**src/hdl/mips_isa_pkg.sv**
```systemverilog
`default_nettype none

package mips_isa_pkg;

    localparam int XLEN   = 32;
    localparam int REG_AW = 5;

    //////////////////////////////////////////////////////////////////////
    // Encodings
    //////////////////////////////////////////////////////////////////////

    typedef enum logic [5:0] {
        OP_RTYPE = 6'h00,
        OP_BEQ   = 6'h04,
        OP_ADDI  = 6'h08,
        OP_LW    = 6'h23,
        OP_SW    = 6'h2b
    } opcode_e;

    typedef enum logic [5:0] {
        F_ADD = 6'h20,
        F_SUB = 6'h22,
        F_AND = 6'h24,
        F_OR  = 6'h25,
        F_SLT = 6'h2a
    } funct_e;

    typedef enum logic [2:0] {
        ALU_ADD = 3'd0,  // Also the value of a cleared ctrl
        ALU_SUB = 3'd1,
        ALU_AND = 3'd2,
        ALU_OR  = 3'd3,
        ALU_SLT = 3'd4
    } alu_op_e;

    //////////////////////////////////////////////////////////////////////
    // Instruction formats
    //////////////////////////////////////////////////////////////////////

    typedef struct packed {
        logic [5:0]        opcode;
        logic [REG_AW-1:0] rs;
        logic [REG_AW-1:0] rt;
        logic [REG_AW-1:0] rd;
        logic [4:0]        shamt;  // Unused, no shifts
        logic [5:0]        funct;
    } r_fmt_t;

    typedef struct packed {
        logic [5:0]        opcode;
        logic [REG_AW-1:0] rs;
        logic [REG_AW-1:0] rt;
        logic [15:0]       imm;
    } i_fmt_t;

    // Same fetched word, seen as R or I format
    typedef union packed {
        r_fmt_t r;
        i_fmt_t i;
    } instr_u;

endpackage

`default_nettype wire

```
**src/hdl/mips_pipe_pkg.sv**
```systemverilog
`default_nettype none

package mips_pipe_pkg;

    localparam int IMEM_AW = 6;  // 64 words
    localparam int DMEM_AW = 6;

    // Operand source select from the forwarding unit
    localparam logic [1:0] FWD_RF    = 2'd0;
    localparam logic [1:0] FWD_WB    = 2'd1;
    localparam logic [1:0] FWD_EXMEM = 2'd2;

    typedef struct packed {
        logic                  reg_write;
        logic                  mem_to_reg;
        logic                  mem_read;
        logic                  mem_write;
        logic                  branch;
        logic                  alu_src;   // Immediate as operand B
        logic                  reg_dst;   // rd instead of rt
        mips_isa_pkg::alu_op_e alu_op;
    } ctrl_t;

    //////////////////////////////////////////////////////////////////////
    // Stage latches
    //////////////////////////////////////////////////////////////////////

    typedef struct packed {
        logic [mips_isa_pkg::XLEN-1:0] pc_plus4;
        mips_isa_pkg::instr_u          instr;
    } if_id_t;

    typedef struct packed {
        ctrl_t                           ctrl;
        logic [mips_isa_pkg::XLEN-1:0]   pc_plus4;
        logic [mips_isa_pkg::XLEN-1:0]   rs_data;
        logic [mips_isa_pkg::XLEN-1:0]   rt_data;
        logic [mips_isa_pkg::XLEN-1:0]   imm;
        logic [mips_isa_pkg::REG_AW-1:0] rs;
        logic [mips_isa_pkg::REG_AW-1:0] rt;
        logic [mips_isa_pkg::REG_AW-1:0] rd;
    } id_ex_t;

    typedef struct packed {
        ctrl_t                           ctrl;
        logic [mips_isa_pkg::XLEN-1:0]   branch_target;
        logic [mips_isa_pkg::XLEN-1:0]   alu_result;
        logic                            zero;
        logic [mips_isa_pkg::XLEN-1:0]   store_data;
        logic [mips_isa_pkg::REG_AW-1:0] dest;
    } ex_mem_t;

    typedef struct packed {
        ctrl_t                           ctrl;
        logic [mips_isa_pkg::XLEN-1:0]   alu_result;
        logic [mips_isa_pkg::XLEN-1:0]   read_data;
        logic [mips_isa_pkg::REG_AW-1:0] dest;
    } mem_wb_t;

    //////////////////////////////////////////////////////////////////////
    // Ports
    //////////////////////////////////////////////////////////////////////

    typedef struct packed {
        logic                            we;
        logic [mips_isa_pkg::REG_AW-1:0] dest;
        logic [mips_isa_pkg::XLEN-1:0]   data;
    } wb_t;

    typedef struct packed {
        logic                          we;
        logic [IMEM_AW-1:0]            addr;
        logic [mips_isa_pkg::XLEN-1:0] data;
    } imem_load_t;

endpackage

`default_nettype wire

```
**src/hdl/mips_decode.sv**
```systemverilog
`timescale 1ns/1ns
`default_nettype none

module mips_decode (
    input  wire logic                   i_clk,
    input  wire logic                   i_rst_n,
    input  wire mips_pipe_pkg::if_id_t  i_if_id,
    input  wire mips_pipe_pkg::mem_wb_t i_mem_wb,
    input  wire logic                   i_branch_taken,
    output logic                        o_stall,
    output mips_pipe_pkg::id_ex_t       o_id_ex,
    output mips_pipe_pkg::wb_t          o_wb
);

    import mips_isa_pkg::*;
    import mips_pipe_pkg::*;

    instr_u          instr;
    ctrl_t           ctrl;
    logic [XLEN-1:0] regs [0:(1<<REG_AW)-1];
    logic [XLEN-1:0] rs_data;
    logic [XLEN-1:0] rt_data;
    logic [XLEN-1:0] imm;

    assign instr = i_if_id.instr;
    assign imm   = {{(XLEN-16){instr.i.imm[15]}}, instr.i.imm};

    //////////////////////////////////////////////////////////////////////
    // Main control
    //////////////////////////////////////////////////////////////////////

    always_comb begin
        ctrl = '0;
        case (instr.r.opcode)
            OP_RTYPE: begin
                ctrl.reg_write = 1'b1;
                ctrl.reg_dst   = 1'b1;
                case (instr.r.funct)
                    F_ADD:   ctrl.alu_op = ALU_ADD;
                    F_SUB:   ctrl.alu_op = ALU_SUB;
                    F_AND:   ctrl.alu_op = ALU_AND;
                    F_OR:    ctrl.alu_op = ALU_OR;
                    F_SLT:   ctrl.alu_op = ALU_SLT;
                    default: ctrl = '0;  // Unsupported funct, no-op
                endcase
            end
            OP_ADDI: begin
                ctrl.reg_write = 1'b1;
                ctrl.alu_src   = 1'b1;
            end
            OP_LW: begin
                ctrl.reg_write  = 1'b1;
                ctrl.mem_to_reg = 1'b1;
                ctrl.mem_read   = 1'b1;
                ctrl.alu_src    = 1'b1;
            end
            OP_SW: begin
                ctrl.mem_write = 1'b1;
                ctrl.alu_src   = 1'b1;
            end
            OP_BEQ: begin
                ctrl.branch = 1'b1;
                ctrl.alu_op = ALU_SUB;  // zero flag means equal
            end
            default: ;
        endcase
    end

    //////////////////////////////////////////////////////////////////////
    // Write back and register file
    //////////////////////////////////////////////////////////////////////

    assign o_wb.we   = i_mem_wb.ctrl.reg_write && (i_mem_wb.dest != '0);
    assign o_wb.dest = i_mem_wb.dest;
    assign o_wb.data = i_mem_wb.ctrl.mem_to_reg ? i_mem_wb.read_data : i_mem_wb.alu_result;

    always_ff @(posedge i_clk) begin
        if (o_wb.we) begin
            regs[o_wb.dest] <= o_wb.data;
        end
    end

    // r0 reads zero, same-cycle write is bypassed
    assign rs_data = (instr.r.rs == '0) ? '0 :
                     (o_wb.we && o_wb.dest == instr.r.rs) ? o_wb.data : regs[instr.r.rs];
    assign rt_data = (instr.r.rt == '0) ? '0 :
                     (o_wb.we && o_wb.dest == instr.r.rt) ? o_wb.data : regs[instr.r.rt];

    // Load-use hazard
    assign o_stall = o_id_ex.ctrl.mem_read &&
                     (o_id_ex.rt == instr.r.rs || o_id_ex.rt == instr.r.rt);

    always_ff @(posedge i_clk or negedge i_rst_n) begin
        if (!i_rst_n) begin
            o_id_ex <= '0;
        end else begin
            o_id_ex.pc_plus4 <= i_if_id.pc_plus4;
            o_id_ex.rs_data  <= rs_data;
            o_id_ex.rt_data  <= rt_data;
            o_id_ex.imm      <= imm;
            o_id_ex.rs       <= instr.r.rs;
            o_id_ex.rt       <= instr.r.rt;
            o_id_ex.rd       <= instr.r.rd;
            if (o_stall || i_branch_taken) begin
                o_id_ex.ctrl <= '0;  // Bubble
            end else begin
                o_id_ex.ctrl <= ctrl;
            end
        end
    end

endmodule

`default_nettype wire

```
**config.mk**
```make
export PLATFORM = sky130hd
export DESIGN_NAME = mips_decode
export DESIGN_NICKNAME = d
export VERILOG_FILES = /design/src/hdl/mips_isa_pkg.sv /design/src/hdl/mips_pipe_pkg.sv /design/src/hdl/mips_decode.sv
export SDC_FILE = /design/constraint.sdc
export NUM_CORES = 1
export LEC_CHECK = 0
export ABC_CLOCK_PERIOD_IN_PS = 3300
export BUFFER_PORTS_ARGS = -buffer_cell sky130_fd_sc_hd__buf_2
export CAP_MARGIN = 20
export CELL_PAD_IN_SITES_DETAIL_PLACEMENT = 0
export CELL_PAD_IN_SITES_GLOBAL_PLACEMENT = 1
export CORE_MARGIN = 4
export CORE_UTILIZATION = 53
export CTS_CLUSTER_DIAMETER = 30
export DETAILED_ROUTE_END_ITERATION = 7
export PLACE_DENSITY_LB_ADDON = 0.15
export SLEW_MARGIN = 20
export SYNTH_ARGS = -nofsm -noshare
export SYNTH_HDL_FRONTEND = slang
export SYNTH_SLANG_ARGS = --single-unit
```
**constraint.sdc**
```tcl
create_clock -name i_clk -period 3.3 [get_ports i_clk]
set_input_delay 0.66 -clock i_clk [delete_from_list [all_inputs] [get_ports i_clk]]
set_output_delay 0.66 -clock i_clk [all_outputs]
set_load 0.01 [all_outputs]
```
== Yosys cells after proc, flatten, opt, wreduce, memory -nomap -nowiden ==
Memory sizes are Yosys's and may differ from the RTL's.
Cells that the tools add are included.

* Muxes and demuxes: 17
* Multipliers: 0
* Reduce and logical (&&, ||, !) cells: 13
* Shift operators: 0
* Bitwise logic cells: 0
* Div/mod/pow operators: 0
* $add $sub $neg: 0
* Magnitude comparators: 0
* Equality and inequality tests: 13

{| class="wikitable"
|+ Operators by type and width
! cell !! number
|-
| $mux 32 || 5
|-
| $eq 6x6->1 const B || 7
|-
| $eq 5x5->1 || 4
|-
| $pmux 3 s4 || 1
|-
| $logic_not 5->1 || 2
|-
| $mux 10 || 1
|-
| $pmux 1 s2 || 4
|-
| $mux 7 || 1
|-
| $eq 6x3->1 const B || 1
|-
| $eq 6x4->1 const B || 1
|-
| $logic_not 6->1 || 1
|-
| $pmux 3 s2 || 1
|-
| $reduce_bool 5->1 || 1
|-
| $reduce_or 5->1 || 1
|-
| $logic_and 1x1->1 || 4
|-
| $pmux 2 s2 || 1
|-
| $mux 1 || 3
|-
| $reduce_or 3->1 || 1
|-
| $logic_or 1x1->1 || 2
|-
| $reduce_or 2->1 || 1
|}

* Memories: 1
* Output and inout bits: 192
* Bits in read-only memories: 0
* Bits in latches: 0
* Memory bits (writable): 1024
* Logic and storage cells: 59
* Input bits: 146
* Register bits after elaboration: 137

{| class="wikitable"
|+ Memories
! name !! depth !! width !! rd ports !! clocked after memory_dff !! wr ports !! RTL line !! RTL
|-
| regs || 32 || 32 || 2 || 0 || 1 || mips_decode.sv:20 || <nowiki>logic [XLEN-1:0] regs [0:(1<<REG_AW)-1];</nowiki>
|}

== Logic depth before layout (Yosys ltp) ==
Gate-level depths: netlist of the first run.

* Word-level depth: 5
* Gate-level depth with buffers: 9
* Mapped depth without buffers: 6

== Worst setup path after synthesis of the first run ==
Ideal clock, no wire load.

* Path kind: input port to flip-flop
* Start: input port i_mem_wb[4] (netlist bit)
* End: memory regs[24][0], enable pin
* Slack: -0.166 ns
* Data required time: 2.879 ns
* Stages on the path: 6
* Arrival time: 3.045 ns
* Cells stage by stage: clkbuf_1 or3_4 o31ai_4 or3_1 clkbuf_1 nor2_1

* Word-level cells in the longest chain between the ends: 4

{| class="wikitable"
|+ Ends and longest elaborated chain
! element !! RTL line !! RTL
|-
| from (decl) || mips_decode.sv:8 || <nowiki>input wire mips_pipe_pkg::mem_wb_t i_mem_wb,</nowiki>
|-
| $reduce_bool 5->1 || mips_decode.sv:73 || <nowiki>assign o_wb.we = i_mem_wb.ctrl.reg_write && (i_mem_wb.dest != '0);</nowiki>
|-
| $logic_and 1x1->1 || mips_decode.sv:73 ||
|-
| $mux 1 || mips_decode.sv:78 || <nowiki>if (o_wb.we) begin</nowiki>
|-
| $mux 1 (not written as such) || mips_decode.sv:79 || <nowiki>regs[o_wb.dest] <= o_wb.data;</nowiki>
|-
| to (decl) || mips_decode.sv:20 ||
|}

Several ways; a longest one is shown, not always the timed one.

== Worst setup path in the final report of the first run ==
* Start: input port i_if_id[24] (netlist bit)
* End: output port o_stall

* Word-level cells in the longest chain between the ends: 3

{| class="wikitable"
|+ Ends and longest elaborated chain
! element !! RTL line !! RTL
|-
| from (decl) || mips_decode.sv:7 || <nowiki>input wire mips_pipe_pkg::if_id_t i_if_id,</nowiki>
|-
| $eq 5x5->1 || mips_decode.sv:91 || <nowiki>(o_id_ex.rt == instr.r.rs || o_id_ex.rt == instr.r.rt);</nowiki>
|-
| $logic_or 1x1->1 || mips_decode.sv:91 ||
|-
| $logic_and 1x1->1 || mips_decode.sv:90 || <nowiki>assign o_stall = o_id_ex.ctrl.mem_read &&</nowiki>
|-
| to (decl) || mips_decode.sv:10 || <nowiki>output logic o_stall,</nowiki>
|}

Every way passes these cells.

==> metrics.md, run 1 <==
| Metric | Value |
|---|---|
| Placed cell count | 4478 |
| Final setup viols | 0 |
| Fin area | 0.0656 mm^2 |
| Min-delay worst type | input pin to flip-flop |
| Crit. End Element | output pin |
| Compound-cell area share of the yosys netlist | 6.19% |
| WP data required | 2.64 ns |
| Post-synthesis mux area share | 23.7% |
| Pwr dens | 658 mW/mm^2 |
| Diode count | 0 |
| Cell mode on critical path | buf_2 |
| Slowest stage cell, crit path | o22ai_1 |
| Fin Clk Skew | 0.0247 ns |
| Xor/xnor share of the synthesized area | 0.334% |
| H-tree Lvls | 4 |
| Post-synthesis cell count | 2860 |
| DRC | 0 |
| Die X | 323 um |
| Largest net degree at the start of global routing | 70 |
| Async SR Flop Fraction | 11.3% |
| Vias/cell | 6.80 |
| Leakage power | 23.7 nW |
| First-pass GRT wire length | 249 mm |
| Share of cells above drive strength 1 | 39.4% |
| DP Area | 0.0572 mm^2 |
| Hold Vio Cnt, Final | 0 |
| CTS buffer count | 229 |
| Peak supply drop | 0.673 mV |
| Mapped Area | 0.0525 mm^2 |
| Initial Util | 53.4% |
| Critical Path Start Type | input pin |
| Tightest Pin Transition | 1.18 ns |
| Post-Route WL | 176 mm |
| #FFs+latches synth | 1155 |
| Fillers | 6585 |
| Setup Crit Path Kind | input pin to output pin |
| Core ar. | 0.0983 mm^2 |
| Min Tclk post-route | 3.10 ns |
| Adder-cell share of the synthesized area | 0% |
| Detail Route Antenna Nets | 0 |
| DRT iter0 DRCs | 4006 |
| Highest net fanout along the worst path | 10 |
| Wire length per cell | 35.5 um |
| Row cnt | 115 |
| Setup Buffers After CTS | 0 |
| Synth warnings | 0 |
| CTS Buffer Depth | 3 |
| Buffer and inverter count on the worst path | 3 |
| Cell with the most instances after synthesis | edfxtp_1 |
| CTS clk-pin slew, worst paths | 0.05 ns |
| RSZ-0062 raised after global routing | no |
| Fmax | 0.322 GHz |
| CTS Root Cell | clkbuf_16 |
| TritonCTS Sinks | 1155 |
| Storage cell area | 0.0340 mm^2 |
| Die height | 323 um |
| Max Transition Viols Final | 0 |
| Crit share post-route | 94.1% |
| Power Total | 0.0432 W |
| Post-DP HPWL | 103 mm |
| Layout area overhead | 25.0% |
| Synth Area in Simple Gates | 1.96% |
| Cells along the critical path | buf_2 > buf_4 > xnor2_1 > nand3_1 > o22ai_1 > and2_1 > buf_2 |
| Crit path max-delay family | buffers and inverters |
| Clk_lat worst skew | 0.79 ns |
| Post-synthesis sequential area ratio | 64.8% |
| Dpl ws | 0.169 ns |
| CP peak stage delay | 0.51 ns |
| Syn_area_per_cell | 18.4 um^2 |
| Main area contributors after synthesis | edfxtp_1 (59%), mux4_2 (16%), mux2i_1 (6.4%) |
| Top cell type's share of synthesized area | 58.6% |
| Post-synth top area cell | edfxtp_1 |
| 1st-pass router iterations | 6 |
| Largest family of logic cells by synthesized area | multiplexers |
| Layout Nets | 3617 |
| Post-synth top cells | edfxtp_1 (1024), mux4_2 (364), mux2i_1 (337) |
| Crit path DAT | 2.44 ns |
| Number of port buffers | 329 |
| Non-filler cells, final | 4961 |
| Setup TNS | 0 ns |
| Ys flop type | edfxtp_1 |
| Vias | 33700 |
| Initial antenna violation count | 3 |
| Total track usage | 33.9% |
| Number of global-route vias before repair | 34800 |
| RePlAce Congestion | 0.831 |
| CTS tree | built |
| Grt ovf | 0 |
| Run status | complete, no violations |
| Die ar. | 0.104 mm^2 |
| Setup WS post-layout | 0.195 ns |
| I/O Pins | 338 |
| Max-Cap Viols | 0 |
| Slew margin rel. | 21.3% |
| Multi-input gate area | 0.0173 mm^2 |
| Number of flops mapped to enable cells by yosys | 1024 |
| Post-synth cell types | 55 |
## worst reg2reg max path, delay by kind of cell (launching register included)
family	cells	cell delay (ns)
multiplexers	2	0.77
AO/OA/AOI/OAI	2	0.69
flip-flops	1	0.39
## flip-flops by register name (all words and copies together) (netlist names)
signal / flops
regs: 1024
o_id_ex: 131
## what timing repair did
| action | in CTS | in global routing |
|---|---|---|
| gates resized for setup | 0 | 0 |
| hold buffers | 49 | 0 |
| hold endpoints to repair | 94 | 0 |
## report_power, final
part           internal, W  leakage, nW  switching (W)
Sequential          0.0164         10.8       0.000168
Combinational      0.00138         9.08        0.00202
Clock               0.0154         3.85        0.00781
## routing by layer
layer	part of all wire (%)	GRT usage, %
met1	37	44.3
met2	48	54.2
met3	11	8.53
met4	4.8	15.6
met5	0.0074	0
## logic make-up after synthesis
family / Yosys count
flops: 1155
mux: 777
compound gates: 399
buf+inv: 291
simple gates: 217
xor+xnor: 20
other cells: 1
## stage by stage
stage	util (%)	hold WS [ns]
finish	66.8	0.115
detailed placement	58.3	0.643
CTS	66.8	0.0695
global placement	58.2	0.635
global route	66.8	0.0880
floorplan	-	0.364
## final cells by class
| cell class | instances | area share, % |
|---|---|---|
| clock buffer | 274 | 9.37 |
| sequential | 1155 | 51.8 |
| multi-input combinational | 1445 | 26.3 |
| inverter | 36 | 0.206 |
| clock inverter | 160 | 2.66 |
| tap | 1287 | 2.45 |
| timing repair buffer | 604 | 7.13 |
## final timing paths
check,slack (ns),cells after the start,start,endpoint
setup / recovery,0.20,7,i_if_id[24],o_stall
hold / removal,0.12,1,i_if_id[17],o_id_ex[6]
setup reg to reg,1.31,4,regs[13][3],o_id_ex[50]
hold reg to reg,0.69,2,o_id_ex[150],o_id_ex[145]
max in group asynchronous,1.93,3,i_rst_n,o_id_ex[100]
min in group asynchronous,0.41,2,i_rst_n,o_id_ex[14]
## placed cells by master (no fill, tap or decap), types with 16 or more instances in the layout
cell type and instances:
edfxtp_1 1024, mux4_2 364, mux2i_1 337, buf_2 319, clkbuf_16 237, buf_4 167
dfrtp_1 131, mux2_2 76, o32ai_1 64, buf_12 62, nand2_1 55, nor2_1 53
a21oi_1 52, o221ai_1 51, dlygate4sd3_1 49, a22o_1 40, clkinv_2 38, a221oi_1 37
o22ai_1 35, inv_1 34, nor2_4 33, conb_1 32, clkbuf_1 29, inv_6 28
bufinv_16 27, a2111oi_0 24, o21a_1 23, a211oi_1 21, clkinv_4 21, clkinv_1 20
nand3_1 18, clkinvlp_4 17, and3_1 16
(Power assumes the default switching activity.)
==> run 2: changes to the inputs <==
--- a/config.mk
+++ b/config.mk
@@ -12,6 +12,7 @@
 export CELL_PAD_IN_SITES_GLOBAL_PLACEMENT = 1
 export CORE_MARGIN = 4
 export CORE_UTILIZATION = 53
+export CTS_BUF_LIST = sky130_fd_sc_hd__clkbuf_16
 export CTS_CLUSTER_DIAMETER = 30
 export DETAILED_ROUTE_END_ITERATION = 7
 export PLACE_DENSITY_LB_ADDON = 0.15
==> constraint.sdc (replaced) <==
create_clock -name i_clk -period 3.3 [get_ports i_clk]
set_input_delay 0.66 -clock i_clk [delete_from_list [all_inputs] [get_ports i_clk]]
set_output_delay 0.66 -clock i_clk [all_outputs]
set_load 0.02 [all_outputs]
==> run 2 against run 1 <==
  * Worst hold slack worse by 0.063 ns
  * Sequential cell count unchanged
  * Non-clock buffer count down 6
  * Cell count down 0.24%
  * Critical path depth down 2
  * Register-to-register slack worse by 0.02 ns
  * Largest power group unchanged
  * Sequential share of layout area about the same
  * Largest cell class unchanged
==> metrics.md, run 2 (synthesis gave the netlist of run 1 again) <==
| Metric | Value |
|---|---|
| Run status | complete, no violations |
| Sw Share | 23.4% |
| I/O Pins | 338 |
| Vias | 33800 |
| Instance count on the critical path | 5 |
| CP peak stage delay | 0.50 ns |
| Core ar. | 0.0983 mm^2 |
| Buffer and inverter count on the worst path | 1 |
| Leakage power | 23.8 nW |
| Most flops, register | regs |
| Fin Clk Skew | 0.0269 ns |
| Setup TNS | 0 ns |
| Storage cell area | 0.0340 mm^2 |
| Crit path DAT | 2.38 ns |
| Row cnt | 115 |
| Worst Reg-to-Reg Cells | 5 |
| Initial Util | 53.4% |
| Crit. End Element | output pin |
| Gate power share | 8.2% |
| Crit share post-route | 92.1% |
| Grt ovf | 0 |
| Min-delay worst type | input pin to flip-flop |
| Crit path capture | o_stall |
| WP data required | 2.64 ns |
| CTS clk-pin slew, worst paths | 0.04 ns |
| Max-Cap Viols | 0 |
| CTS buffer count | 225 |
| Post-DP HPWL | 103 mm |
| Max Transition Viols Final | 0 |
| Min Tclk post-route | 3.04 ns |
| Die ar. | 0.104 mm^2 |
| Post-Route WL | 178 mm |
| Slowest stage cell, crit path | o22ai_1 |
| Most common cell after layout, fill and taps aside | edfxtp_1 |
| Total track usage | 34.1% |
| Switching power | 0.0102 W |
| Layout area overhead | 25.0% |
| Detail Route Antenna Nets | 0 |
| Number of global-route vias before repair | 35000 |
| 1st-pass router iterations | 5 |
| Layout Nets | 3607 |
| Cells along the critical path | xnor2_1 > nand3_1 > o22ai_1 > and2_1 > buf_2 |
| PostCTS Resize Cnt | 0 |
| Fillers | 6501 |
| Clk_lat worst skew | 0.80 ns |
| Peak supply drop | 0.540 mV |
| Leading cell types in the layout, fill and taps excluded | edfxtp_1 (1024), mux4_2 (364), mux2i_1 (337) |
| Number of port buffers | 329 |
| Crit path max-delay family | compound AO/OA/AOI/OAI gates |
| Largest net degree at the start of global routing | 78 |
| Tightest Pin Transition | 1.04 ns |
| Vias/cell | 6.82 |
| Highest net fanout along the worst path | 3 |
| Final setup viols | 0 |
| Diode count | 0 |
| Slew margin rel. | 30.8% |
| Critical Path Start Type | flip-flop |
| Power share of the clock group | 53.7% |
| Die height | 323 um |
| RePlAce Congestion | 0.847 |
| Dpl ws | 0.218 ns |
| Crit Reg-Reg Startpoint | regs[31][29] |
| Max reg flops | 1024 |
| CTS Root Cell | clkbuf_16 |
| FF-to-FF End | o_id_ex[76] |
| Int Pwr | 0.0333 W |
| Hold Vio Cnt, Final | 0 |
| CTS Buffer Depth | 3 |
| Multi-input gate area | 0.0173 mm^2 |
| Critical path startpoint | o_id_ex[5] |
| Placed cell count | 4474 |
| Pwr dens | 663 mW/mm^2 |
| Largest registers | regs: 1024 flops, o_id_ex: 131 flops |
| DP Area | 0.0572 mm^2 |
| Fin area | 0.0656 mm^2 |
| Wire length per cell | 36.0 um |
| Die X | 323 um |
| TritonCTS Sinks | 1155 |
| DRT iter0 DRCs | 3991 |
| Non-filler cells, final | 4949 |
| First-pass GRT wire length | 251 mm |
| RSZ-0062 raised after global routing | no |
| Share of cells above drive strength 1 | 39.2% |
| Flop pwr share | 38.1% |
| R2r setup slk | 1.29 ns |
| CTS tree | built |
| Setup Crit Path Kind | flip-flop to output pin |
| Fmax | 0.329 GHz |
| Initial antenna violation count | 6 |
| H-tree Lvls | 4 |
| Setup WS post-layout | 0.261 ns |
| DRC | 0 |
[run 2: cell types whose count changed in the layout (fill, tap and decap cells not counted), moves of 3 or more]
cell and delta:
clkinvlp_4 +12, inv_1 +22, clkbuf_1 -29, clkbuf_8 -8
clkinv_1 +8, inv_16 +3, clkinv_2 -4, inv_6 -11
buf_4 -5, bufinv_16 +10, clkbuf_16 -8
[run 2: layer usage]
| layer | global-route usage, % | vias to the layer above | part of all wire [%] |
|---|---|---|---|
| li1 | - | 13300 | - |
| met1 | 44.4 | 17700 | 37 |
| met2 | 54.9 | 2236 | 48 |
| met3 | 7.82 | 503 | 9.9 |
| met4 | 16.6 | 0 | 5.0 |
| met5 | 0 | - | 0 |
[run 2: power groups by stage]
stage	logic, W	registers (W)	clock network (W)
after CTS	0.00354	0.0166	0.0235
after detailed placement	0.00348	0.0168	0
after global routing	0.00372	0.0166	0.0243
final	0.00357	0.0166	0.0234
after global placement	0.00343	0.0168	0
after floorplan	0.00190	0.0170	0
[run 2: area by class of cell]
| class | instances | share of cell area (%) |
|---|---|---|
| Clock buffer | 229 | 8.73 |
| Clock inverter | 199 | 3.33 |
| Inverter | 36 | 0.206 |
| Multi-Input combinational cell | 1445 | 26.3 |
| Sequential cell | 1155 | 51.9 |
| Tap cell | 1287 | 2.45 |
| Timing Repair Buffer | 598 | 7.08 |
[run 2: worst min path at each step]
stage	start	end	slack (ns)	cells after the start
after floorplan	i_rst_n	o_id_ex[0]	0.36	0
after global placement	o_id_ex[150]	o_id_ex[145]	0.66	2
after detailed placement	o_id_ex[150]	o_id_ex[145]	0.67	2
after CTS	i_if_id[2]	o_id_ex[17]	0.008	1
after global routing	i_if_id[2]	o_id_ex[17]	0.03	1
final	i_if_id[2]	o_id_ex[17]	0.05	1
[run 2: timing repair]
item / 4_1_cts / 5_1_grt
buffers inserted: 0 / 0
hold buffers: 47 / 0
endpoints found under the hold margin: 107 / 0
[run 2: stage by stage]
stage               hold slack [ns]  total power (W)  utilization (%)
floorplan                     0.364           0.0189                -
global placement              0.663           0.0202             58.2
detailed placement            0.674           0.0203             58.2
CTS                         0.00753           0.0437             66.8
global route                 0.0273           0.0446             66.8
finish                       0.0518           0.0435             66.8
